[src/design/rv_core_pkg.sv]
package rv_core_pkg;

    localparam int XLEN     = 32;              // Integer word width
    localparam int REG_AW   = 5;               // Register index width
    localparam int NUM_REGS = 2 ** REG_AW;     // x0..x31

    typedef logic [XLEN-1:0]   xlen_t;
    typedef logic [REG_AW-1:0] reg_idx_t;

    // ********************
    // Encodings
    // ********************
    typedef enum logic [6:0] {
        OPC_OP     = 7'b011_0011,              // ADD, SUB, SLL ... AND
        OPC_OP_IMM = 7'b001_0011,              // ADDI ... SRAI
        OPC_LOAD   = 7'b000_0011,              // LB, LH, LW, LBU, LHU
        OPC_STORE  = 7'b010_0011               // SB, SH, SW
    } opcode_e;

    typedef enum logic [3:0] {
        ALU_ADD  = 4'h0,
        ALU_SUB  = 4'h1,
        ALU_SLL  = 4'h2,
        ALU_SLT  = 4'h3,
        ALU_SLTU = 4'h4,
        ALU_XOR  = 4'h5,
        ALU_SRL  = 4'h6,
        ALU_SRA  = 4'h7,
        ALU_OR   = 4'h8,
        ALU_AND  = 4'h9,
        ALU_NOP  = 4'hF                        // Result forced to zero
    } alu_op_e;

    typedef enum logic [1:0] {
        MEM_NOP   = 2'b00,                     // Zero so a cleared word is idle
        MEM_LOAD  = 2'b01,
        MEM_STORE = 2'b10
    } mem_op_e;

    typedef enum logic [2:0] {
        DT_WORD          = 3'b000,
        DT_HALF_UNSIGNED = 3'b001,
        DT_HALF_SIGNED   = 3'b010,
        DT_BYTE_UNSIGNED = 3'b011,
        DT_BYTE_SIGNED   = 3'b100
    } data_type_e;

    // ********************
    // Instruction formats
    // ********************
    typedef struct packed {
        logic [6:0] funct7;                    // Bit 30 picks SUB and SRA
        reg_idx_t   rs2;
        reg_idx_t   rs1;
        logic [2:0] funct3;
        reg_idx_t   rd;
        logic [6:0] opcode;
    } r_type_t;

    typedef struct packed {
        logic [11:0] imm;                      // imm[11:0]
        reg_idx_t    rs1;
        logic [2:0]  funct3;
        reg_idx_t    rd;
        logic [6:0]  opcode;
    } i_type_t;

    typedef struct packed {
        logic [6:0] imm_hi;                    // imm[11:5]
        reg_idx_t   rs2;
        reg_idx_t   rs1;
        logic [2:0] funct3;
        logic [4:0] imm_lo;                    // imm[4:0]
        logic [6:0] opcode;
    } s_type_t;

    typedef union packed {
        r_type_t r;
        i_type_t i;
        s_type_t s;
    } inst_word_t;

    // Control word that rides along with each instruction
    typedef struct packed {
        alu_op_e    alu_op;
        mem_op_e    mem_op;
        data_type_e data_type;                 // Access width and sign
        logic       wb_en;                     // Write rd at the end
        logic       wb_from_mem;               // Load data instead of ALU result
        reg_idx_t   rd;
    } ex_ctrl_t;

    localparam ex_ctrl_t CTRL_BUBBLE = '{
        alu_op:      ALU_NOP,
        mem_op:      MEM_NOP,
        data_type:   DT_WORD,
        wb_en:       1'b0,
        wb_from_mem: 1'b0,
        rd:          '0
    };

endpackage

[src/design/alu.sv]
`timescale 1ns/10ps

module alu (
    input  logic                  CK_REF,
    input  logic                  RST_N,
    input  rv_core_pkg::ex_ctrl_t ex_ctrl,
    input  rv_core_pkg::xlen_t    op_a,
    input  rv_core_pkg::xlen_t    op_b,
    input  rv_core_pkg::xlen_t    store_data,
    output rv_core_pkg::ex_ctrl_t mem_ctrl,         // Control word one stage on
    output rv_core_pkg::xlen_t    alu_result,
    output rv_core_pkg::xlen_t    mem_store_data
);

    import rv_core_pkg::*;

    xlen_t      result_d;
    logic [4:0] shamt;

    assign shamt = op_b[4:0];                       // RV32 shift amount

    // ********************
    // Operations
    // ********************
    always_comb begin
        case (ex_ctrl.alu_op)
            ALU_ADD:  result_d = op_a + op_b;       // Also load/store address
            ALU_SUB:  result_d = op_a - op_b;
            ALU_SLL:  result_d = op_a << shamt;
            ALU_SLT:  result_d = {{(XLEN-1){1'b0}}, $signed(op_a) < $signed(op_b)};
            ALU_SLTU: result_d = {{(XLEN-1){1'b0}}, op_a < op_b};
            ALU_XOR:  result_d = op_a ^ op_b;
            ALU_SRL:  result_d = op_a >> shamt;
            ALU_SRA:  result_d = xlen_t'($signed(op_a) >>> shamt);
            ALU_OR:   result_d = op_a | op_b;
            ALU_AND:  result_d = op_a & op_b;
            default:  result_d = '0;                // Bubble
        endcase
    end

    always_ff @(posedge CK_REF or negedge RST_N) begin
        if (!RST_N) begin
            mem_ctrl <= CTRL_BUBBLE;
        end else begin
            mem_ctrl <= ex_ctrl;
        end
    end

    always_ff @(posedge CK_REF) begin
        alu_result     <= result_d;
        mem_store_data <= store_data;
    end

endmodule

[src/design/fetch_stage.sv]
`timescale 1ns/10ps

module fetch_stage #(
    parameter rv_core_pkg::xlen_t RESET_PC = '0     // First fetch address
) (
    input  logic                   CK_REF,
    input  logic                   RST_N,
    input  rv_core_pkg::xlen_t     inst_data,       // Word at inst_addr, same cycle
    output rv_core_pkg::xlen_t     inst_addr,       // Program counter
    output rv_core_pkg::inst_word_t inst_reg        // Instruction register
);

    import rv_core_pkg::*;

    localparam xlen_t PC_STEP = xlen_t'(4);         // One 32-bit instruction

    // ********************
    // Program counter
    // ********************
    always_ff @(posedge CK_REF or negedge RST_N) begin
        if (!RST_N) begin
            inst_addr <= RESET_PC;
        end else begin
            inst_addr <= inst_addr + PC_STEP;       // No branches, so always sequential
        end
    end

    // Instruction register, zero opcode decodes as a bubble
    always_ff @(posedge CK_REF or negedge RST_N) begin
        if (!RST_N) begin
            inst_reg <= '0;
        end else begin
            inst_reg <= inst_data;
        end
    end

endmodule

[src/design/inst_decoder.sv]
`timescale 1ns/10ps

module inst_decoder (
    input  logic                    CK_REF,
    input  logic                    RST_N,
    input  rv_core_pkg::inst_word_t inst_reg,
    output rv_core_pkg::reg_idx_t   rs1_idx,
    output rv_core_pkg::reg_idx_t   rs2_idx,
    input  rv_core_pkg::xlen_t      rs1_data,
    input  rv_core_pkg::xlen_t      rs2_data,
    output rv_core_pkg::ex_ctrl_t   ex_ctrl,        // Execute register, control half
    output rv_core_pkg::xlen_t      op_a,
    output rv_core_pkg::xlen_t      op_b,
    output rv_core_pkg::xlen_t      store_data      // rs2 value for stores
);

    import rv_core_pkg::*;

    ex_ctrl_t ctrl_d;
    xlen_t    op_a_d;
    xlen_t    op_b_d;
    xlen_t    store_d;
    xlen_t    imm_i;
    xlen_t    imm_s;
    logic     legal;                                // Opcode and funct3 understood

    // funct3 to ALU op, shared by OP and OP_IMM
    function automatic alu_op_e alu_from_funct3(input logic [2:0] funct3,
                                                input logic       alt,
                                                input logic       sub_ok);
        alu_op_e op;
        case (funct3)
            3'b000:  op = (alt && sub_ok) ? ALU_SUB : ALU_ADD;  // No SUBI
            3'b001:  op = ALU_SLL;
            3'b010:  op = ALU_SLT;
            3'b011:  op = ALU_SLTU;
            3'b100:  op = ALU_XOR;
            3'b101:  op = alt ? ALU_SRA : ALU_SRL;
            3'b110:  op = ALU_OR;
            default: op = ALU_AND;
        endcase
        return op;
    endfunction

    // rs1 and rs2 sit in the same bits in every kept format
    assign rs1_idx = inst_reg.r.rs1;
    assign rs2_idx = inst_reg.r.rs2;

    assign imm_i = {{(XLEN-12){inst_reg.i.imm[11]}}, inst_reg.i.imm};
    assign imm_s = {{(XLEN-12){inst_reg.s.imm_hi[6]}}, inst_reg.s.imm_hi, inst_reg.s.imm_lo};

    // ********************
    // Decode
    // ********************
    always_comb begin
        legal   = 1'b1;
        ctrl_d  = CTRL_BUBBLE;
        op_a_d  = rs1_data;                         // Every kept format reads rs1
        op_b_d  = '0;
        store_d = '0;
        case (inst_reg.r.opcode)
            OPC_OP: begin
                ctrl_d.alu_op = alu_from_funct3(inst_reg.r.funct3, inst_reg.r.funct7[5], 1'b1);
                ctrl_d.wb_en  = 1'b1;
                ctrl_d.rd     = inst_reg.r.rd;
                op_b_d        = rs2_data;
            end
            OPC_OP_IMM: begin
                // imm[10] is instruction bit 30, SRAI vs SRLI
                ctrl_d.alu_op = alu_from_funct3(inst_reg.i.funct3, inst_reg.i.imm[10], 1'b0);
                ctrl_d.wb_en  = 1'b1;
                ctrl_d.rd     = inst_reg.i.rd;
                op_b_d        = imm_i;              // ALU keeps only [4:0] for shifts
            end
            OPC_LOAD: begin
                ctrl_d.alu_op      = ALU_ADD;       // Address = rs1 + imm
                ctrl_d.mem_op      = MEM_LOAD;
                ctrl_d.wb_en       = 1'b1;
                ctrl_d.wb_from_mem = 1'b1;
                ctrl_d.rd          = inst_reg.i.rd;
                op_b_d             = imm_i;
                case (inst_reg.i.funct3)
                    3'b000:  ctrl_d.data_type = DT_BYTE_SIGNED;     // LB
                    3'b001:  ctrl_d.data_type = DT_HALF_SIGNED;     // LH
                    3'b010:  ctrl_d.data_type = DT_WORD;            // LW
                    3'b100:  ctrl_d.data_type = DT_BYTE_UNSIGNED;   // LBU
                    3'b101:  ctrl_d.data_type = DT_HALF_UNSIGNED;   // LHU
                    default: legal = 1'b0;
                endcase
            end
            OPC_STORE: begin
                ctrl_d.alu_op = ALU_ADD;
                ctrl_d.mem_op = MEM_STORE;
                op_b_d        = imm_s;
                store_d       = rs2_data;
                case (inst_reg.s.funct3)
                    3'b000:  ctrl_d.data_type = DT_BYTE_SIGNED;     // SB
                    3'b001:  ctrl_d.data_type = DT_HALF_SIGNED;     // SH
                    3'b010:  ctrl_d.data_type = DT_WORD;            // SW
                    default: legal = 1'b0;
                endcase
            end
            default: legal = 1'b0;                  // LUI, JAL, branches etc. become bubbles
        endcase

        if (!legal) begin
            ctrl_d  = CTRL_BUBBLE;
            op_a_d  = '0;
            op_b_d  = '0;
            store_d = '0;
        end
    end

    // ********************
    // Execute register
    // ********************
    always_ff @(posedge CK_REF or negedge RST_N) begin
        if (!RST_N) begin
            ex_ctrl <= CTRL_BUBBLE;
        end else begin
            ex_ctrl <= ctrl_d;
        end
    end

    always_ff @(posedge CK_REF) begin
        op_a       <= op_a_d;
        op_b       <= op_b_d;
        store_data <= store_d;
    end

endmodule

[src/design/mem_wb_stage.sv]
`timescale 1ns/10ps

module mem_wb_stage #(
    parameter int MEM_AW = 16                       // Data address width
) (
    input  logic                  CK_REF,
    input  logic                  RST_N,
    input  rv_core_pkg::ex_ctrl_t mem_ctrl,
    input  rv_core_pkg::xlen_t    alu_result,
    input  rv_core_pkg::xlen_t    mem_store_data,
    output logic                  mem_read_wrn,     // Low only in a store cycle
    output logic [MEM_AW-1:0]     mem_addr,
    output rv_core_pkg::xlen_t    mem_wdata,
    input  rv_core_pkg::xlen_t    mem_rdata,        // Combinational from mem_addr
    output logic                  wr_en,
    output rv_core_pkg::reg_idx_t wr_idx,
    output rv_core_pkg::xlen_t    wr_data
);

    import rv_core_pkg::*;

    ex_ctrl_t wb_ctrl;
    xlen_t    wb_rdata;
    xlen_t    wb_result;

    // Width and sign adjust, used for both store and load data
    function automatic xlen_t extend(input xlen_t data, input data_type_e dtype);
        case (dtype)
            DT_HALF_UNSIGNED: return {{(XLEN-16){1'b0}}, data[15:0]};
            DT_HALF_SIGNED:   return {{(XLEN-16){data[15]}}, data[15:0]};
            DT_BYTE_UNSIGNED: return {{(XLEN-8){1'b0}}, data[7:0]};
            DT_BYTE_SIGNED:   return {{(XLEN-8){data[7]}}, data[7:0]};
            default:          return data;
        endcase
    endfunction

    // ********************
    // Memory access
    // ********************
    always_comb begin
        mem_read_wrn = 1'b1;                        // Idle looks like a read
        mem_addr     = '0;
        mem_wdata    = '0;
        case (mem_ctrl.mem_op)
            MEM_LOAD: begin
                mem_addr = alu_result[MEM_AW-1:0];
            end
            MEM_STORE: begin
                mem_read_wrn = 1'b0;
                mem_addr     = alu_result[MEM_AW-1:0];
                mem_wdata    = extend(mem_store_data, mem_ctrl.data_type);  // SB/SH sign-extend
            end
            default: begin
                mem_addr = '0;
            end
        endcase
    end

    // ********************
    // Write-back
    // ********************
    always_ff @(posedge CK_REF or negedge RST_N) begin
        if (!RST_N) begin
            wb_ctrl <= CTRL_BUBBLE;
        end else begin
            wb_ctrl <= mem_ctrl;
        end
    end

    always_ff @(posedge CK_REF) begin
        wb_rdata  <= mem_rdata;                     // Sampled every cycle, used on loads
        wb_result <= alu_result;
    end

    assign wr_en   = wb_ctrl.wb_en;
    assign wr_idx  = wb_ctrl.rd;
    assign wr_data = wb_ctrl.wb_from_mem ? extend(wb_rdata, wb_ctrl.data_type) : wb_result;

endmodule

[src/design/reg_file.sv]
`timescale 1ns/10ps

module reg_file (
    input  logic                  CK_REF,
    input  logic                  RST_N,
    input  rv_core_pkg::reg_idx_t rs1_idx,
    input  rv_core_pkg::reg_idx_t rs2_idx,
    output rv_core_pkg::xlen_t    rs1_data,         // Asynchronous read
    output rv_core_pkg::xlen_t    rs2_data,
    input  logic                  wr_en,
    input  rv_core_pkg::reg_idx_t wr_idx,
    input  rv_core_pkg::xlen_t    wr_data
);

    import rv_core_pkg::*;

    xlen_t regs [NUM_REGS];

    // No bypass from the write port, program keeps four-instruction spacing
    assign rs1_data = regs[rs1_idx];
    assign rs2_data = regs[rs2_idx];

    always_ff @(posedge CK_REF or negedge RST_N) begin
        if (!RST_N) begin
            for (int i = 0; i < NUM_REGS; i++) begin
                regs[i] <= '0;
            end
        end else if (wr_en && (wr_idx != '0)) begin  // x0 stays zero
            regs[wr_idx] <= wr_data;
        end
    end

endmodule

[src/design/rv_core_top.sv]
`timescale 1ns/10ps

module rv_core_top #(
    parameter rv_core_pkg::xlen_t RESET_PC = '0,    // Reset fetch address
    parameter int                 MEM_AW   = 16     // Data bus address width
) (
    input  logic               CK_REF,
    input  logic               RST_N,
    output rv_core_pkg::xlen_t inst_addr,
    input  rv_core_pkg::xlen_t inst_data,
    output logic               mem_read_wrn,
    output logic [MEM_AW-1:0]  mem_addr,
    output rv_core_pkg::xlen_t mem_wdata,
    input  rv_core_pkg::xlen_t mem_rdata
);

    import rv_core_pkg::*;

    inst_word_t inst_reg;
    reg_idx_t   rs1_idx;
    reg_idx_t   rs2_idx;
    xlen_t      rs1_data;
    xlen_t      rs2_data;
    ex_ctrl_t   ex_ctrl;                            // Decode to ALU
    xlen_t      op_a;
    xlen_t      op_b;
    xlen_t      store_data;
    ex_ctrl_t   mem_ctrl;                           // ALU to memory stage
    xlen_t      alu_result;
    xlen_t      mem_store_data;
    logic       wr_en;                              // Write-back port
    reg_idx_t   wr_idx;
    xlen_t      wr_data;

    fetch_stage #(.RESET_PC(RESET_PC)) i_fetch (
        .CK_REF(CK_REF), .RST_N(RST_N), .inst_data(inst_data),
        .inst_addr(inst_addr), .inst_reg(inst_reg)
    );

    inst_decoder i_decoder (
        .CK_REF(CK_REF), .RST_N(RST_N), .inst_reg(inst_reg),
        .rs1_idx(rs1_idx), .rs2_idx(rs2_idx), .rs1_data(rs1_data), .rs2_data(rs2_data),
        .ex_ctrl(ex_ctrl), .op_a(op_a), .op_b(op_b), .store_data(store_data)
    );

    reg_file i_reg_file (
        .CK_REF(CK_REF), .RST_N(RST_N), .rs1_idx(rs1_idx), .rs2_idx(rs2_idx),
        .rs1_data(rs1_data), .rs2_data(rs2_data),
        .wr_en(wr_en), .wr_idx(wr_idx), .wr_data(wr_data)
    );

    alu i_alu (
        .CK_REF(CK_REF), .RST_N(RST_N), .ex_ctrl(ex_ctrl), .op_a(op_a), .op_b(op_b),
        .store_data(store_data), .mem_ctrl(mem_ctrl), .alu_result(alu_result),
        .mem_store_data(mem_store_data)
    );

    mem_wb_stage #(.MEM_AW(MEM_AW)) i_mem_wb (
        .CK_REF(CK_REF), .RST_N(RST_N), .mem_ctrl(mem_ctrl), .alu_result(alu_result),
        .mem_store_data(mem_store_data), .mem_read_wrn(mem_read_wrn), .mem_addr(mem_addr),
        .mem_wdata(mem_wdata), .mem_rdata(mem_rdata),
        .wr_en(wr_en), .wr_idx(wr_idx), .wr_data(wr_data)
    );

endmodule

[config.mk]
export PLATFORM = sky130hd
export DESIGN_NAME = rv_core_top
export DESIGN_NICKNAME = d
export VERILOG_FILES = /design/src/design/rv_core_pkg.sv /design/src/design/alu.sv /design/src/design/fetch_stage.sv /design/src/design/inst_decoder.sv /design/src/design/mem_wb_stage.sv /design/src/design/reg_file.sv /design/src/design/rv_core_top.sv
export SDC_FILE = /design/constraint.sdc
export NUM_CORES = 2
export LEC_CHECK = 0
export BUFFER_PORTS_ARGS = -buffer_cell sky130_fd_sc_hd__buf_2
export CAP_MARGIN = 40
export CELL_PAD_IN_SITES_DETAIL_PLACEMENT = 1
export CELL_PAD_IN_SITES_GLOBAL_PLACEMENT = 1
export CORE_UTILIZATION = 45
export DETAILED_ROUTE_END_ITERATION = 7
export GPL_TIMING_DRIVEN = 0
export PLACE_DENSITY = 0.76
export SETUP_SLACK_MARGIN = 0.5
export SYNTH_ARGS = -nofsm -noshare
export SYNTH_HDL_FRONTEND = slang
export SYNTH_SLANG_ARGS = --single-unit
[constraint.sdc]
create_clock -name CK_REF -period 7.1 [get_ports CK_REF]
set_input_delay 1.065 -clock CK_REF [delete_from_list [all_inputs] [get_ports CK_REF]]
set_output_delay 1.065 -clock CK_REF [all_outputs]
set_load 0.01 [all_outputs]
==> impl_metrics.csv <==
group,metric,value,unit
sta,fin_crit,6.18,ns
sta,period_share,0.870,
setup_path,arrival,6.84,ns
global_routing,grt_start_max_net_pins,171,
global_routing,grt_pass1_vias,60300,
layout,fillers,16200,
clock_network,clk_pin_slew,0.06,ns
logic_synthesis,yosysTopAreaCell,"dfrtp_1",
logic_synthesis,synth_cells,6234,
sta,finalClockSkew,0.0267,ns
die,io_pins,147,
layout,drive_gt1_frac,0.191,
logic_synthesis,yosys_warnings,0,
global_routing,antenna_found_initial,13,
layout,stdcell_count,8819,
layout,utilization,0.522,
detailed_routing,drt_iter0_markers,6294,
logic_synthesis,synth-xor-area-share,0.00671,
clock_network,cts_resized,0,
layout,final_common_cell,"nand2_1",
detailed_routing,detail_route.first_pass.iterations,5,
logic_synthesis,yosys.area_share.adder,0.0185,
setup_path,crit_path_end_kind,"flop",
power,internal_power,12.8,mW
sta,max_freq,162,MHz
clock_network,root_buffer,"clkbuf_16",
logic_synthesis,synthTopCellsByArea,"dfrtp_1, mux4_2, o21ai_0, dfxtp_1, nand2_1",
power,ir_drop,0.248,mV
die,die_x,394,um
detailed_routing,wirelength,283,mm
logic_synthesis,ys_ff_latch,1348,
setup_path,critPathMaxStageDelay,0.76,ns
clock_network,worst_skew_pair.late_latency,0.81,ns
setup_path,worst_path_max_delay_cell,"clkbuf_1",
clock_network,cts_hold_buf,0,
min_path,min_path_type,"input port to asynchronous set/reset pin",
logic_synthesis,synth-simple-area-share,0.0993,
clock_network,cts_tree,"yes",
die,die-area,155000,um^2
global_routing,grt_pass1_wl,417,mm
power,power_frac_clock,0.494,
detailed_routing,routedWlPerCell,32.1,um
power,leakage,32.4,nW
layout,final_cell_mix,"nand2_1, o21ai_0, dfrtp_1, mux4_2, clkbuf_1",
power,comb_power_share,0.047,
sta,finalHoldViolations,0,
status,outcome,"complete, no violations",
clock_network,clock-sinks,1348,
setup_path,crit_fanout,11,
die,num_rows,143,
power,power.net_switching,3.95,mW
power,power_frac_seq,0.459,
sta,maxSlewViolCount,0,
logic_synthesis,syn-cell-area,69100,um^2
layout,regMostFlops,"i_reg_file.regs",
placed_design,port_buffers,144,
logic_synthesis,synth_edf_count,0,
clock_network,post_cts_buffers,0,
run,drv_cap,0,
die,die_y,394,um
detailed_routing,antenna_left,0,
layout,largest_reg_flops,1024,
global_routing,grt_overflow_total,0,
sta,whs,0.150,ns
sta,tightest_slew,1.03,ns
detailed_routing,via_count,56900,
clock_network,htreeDepth,4,
power,swShare,0.235,
sta,rsz0062_at_grt,"no",
clock_network,clockBufferDepth,3,
logic_synthesis,synthMuxAreaShare,0.243,
layout,nets,6835,
logic_synthesis,yosys_most_used_dff,"dfrtp_1",
logic_synthesis,synth_top_family_by_area,"multiplexers",
logic_synthesis,async_reset_ff_frac,0.834,
logic_synthesis,ys_seq_area_frac,0.472,
die,core,152000,um^2
setup_path,critPathLaunchType,"flop",
setup_path,required,7.77,ns
setup_path,critPathKind,"flop to flop",
logic_synthesis,yosysUniqueCellTypes,79,
logic_synthesis,avgSynthCellArea,11.1,um^2
detailed_routing,drc_errors,0,
placed_design,dpl.hpwl,219,mm
detailed_routing,drt-vias-per-instance,6.45,
sta,final-setup-viol-count,0,
placed_design,gp_congestion,1.05,
sta,finalSetupTns,0,ns
logic_synthesis,synth_compound_area_frac,0.121,
die,start_util,0.454,
sta,maxSlewHeadroom,0.314,
layout,syn2layout_area_growth,14.9,%
global_routing,grtUsageTotal,0.368,
clock_network,numCtsBuffers,147,
logic_synthesis,synth_top_area_frac,0.405,
placed_design,placed_cells,8545,
setup_path,critical_path.cell_chain,"clkbuf_1, inv_1, buf_1, clkbuf_1, ha_1, o211ai_1, o211ai_1, a41oi_2, a21oi_1, a31o_2, a2111oi_0, o21ai_0, mux2_2, nand2b_1",
setup_path,r2r_cells,14,
power,power-per-cell-area,211,nW/um^2
[final timing paths]
path                                            startpoint                          endpoint  slack (ns)
max                           i_decoder.op_b[2]$_SDFF_PN0_   i_alu.alu_result[31]$_SDFF_PN0_        0.92
min                                                  RST_N  i_reg_file.regs[133]$_DFFE_PN0P_        0.15
max reg2reg                   i_decoder.op_b[2]$_SDFF_PN0_   i_alu.alu_result[31]$_SDFF_PN0_        0.92
min reg2reg                i_alu.alu_result[20]$_SDFF_PN0_    i_mem_wb.wb_result[20]$_DFF_P_        0.32
max in group asynchronous                            RST_N  i_reg_file.regs[446]$_DFFE_PN0P_        3.94
min in group CK_REF        i_alu.alu_result[20]$_SDFF_PN0_    i_mem_wb.wb_result[20]$_DFF_P_        0.32
[cells in the mapped netlist, types with 17 or more instances]
cell type,n
nand2_1,1186
o21ai_0,1163
dfrtp_1,1120
mux4_2,694
clkbuf_1,489
nor2_1,260
dfxtp_1,224
a21oi_1,124
mux2i_1,116
ha_1,99
inv_1,90
buf_1,80
xnor2_1,42
and2_1,35
nor3_1,34
nor2b_1,31
nand3_1,30
o211ai_1,27
buf_2,26
a221oi_1,23
a31oi_1,20
a211oi_1,18
a21o_1,18
o21a_1,18
nand2b_1,17
[per-stage QoR]
step | setup WS, ns | instance area [um^2] | total power, mW
3_5_place_dp | 1.19 | 74100 | 8.63
5_1_grt | 0.978 | 79400 | 17.2
6_report | 0.923 | 79400 | 16.8
4_1_cts | 1.15 | 79400 | 16.9
2_1_floorplan | 3.32 | 69100 | 8.20
3_3_place_gp | -19.46 | 72400 | 8.55
[critical path, delay by kind of cell, from the launching register on]
kind	cells	cell delay [ns]
AO/OA/AOI/OAI	7	2.62
buffers and inverters	4	2.06
adder cells (fa/ha/maj)	1	0.48
flip-flops	1	0.36
multiplexers	1	0.30
AND/OR/NAND/NOR	1	0.18
[power groups by stage]
stage | Combinational [mW] | Clock, mW | Sequential [mW]
2_1_floorplan | 0.363 | 0 | 7.84
3_3_place_gp | 0.694 | 0 | 7.86
3_5_place_dp | 0.778 | 0 | 7.85
4_1_cts | 0.784 | 8.36 | 7.70
5_1_grt | 0.833 | 8.65 | 7.70
6_report | 0.793 | 8.30 | 7.70
[routing by layer]
metal	vias to the layer above	wire (um)	GRT usage
li1	23400	-	-
met1	30000	106000	0.457
met2	2691	136000	0.604
met3	755	23000	0.0758
met4	16	17900	0.199
met5	-	137	0
[final cells by class]
class / instances / area (um^2) / area share
Tap cell: 2030 / 2540 / 0.0320
Buffer: 601 / 2320 / 0.0292
Clock inverter: 61 / 916 / 0.0115
Inverter: 101 / 379 / 0.00477
Sequential cell: 1348 / 32600 / 0.411
Timing Repair Buffer: 284 / 2460 / 0.0310
Multi-Input combinational cell: 4185 / 33800 / 0.426
Clock buffer: 208 / 4350 / 0.0548
Antenna cell: 1 / 2.50 / 0.0000315
[kinds of logic after synthesis]
family,after synthesis
other,1
and+or+nand+nor,1682
xor gates and xnor gates,53
muxes,812
AOI/OAI and AO/OA,1535
adders and majority gates,101
buffers and inverters,702
DFF,1348
No activity file was read; power rests on OpenSTA's default activity.
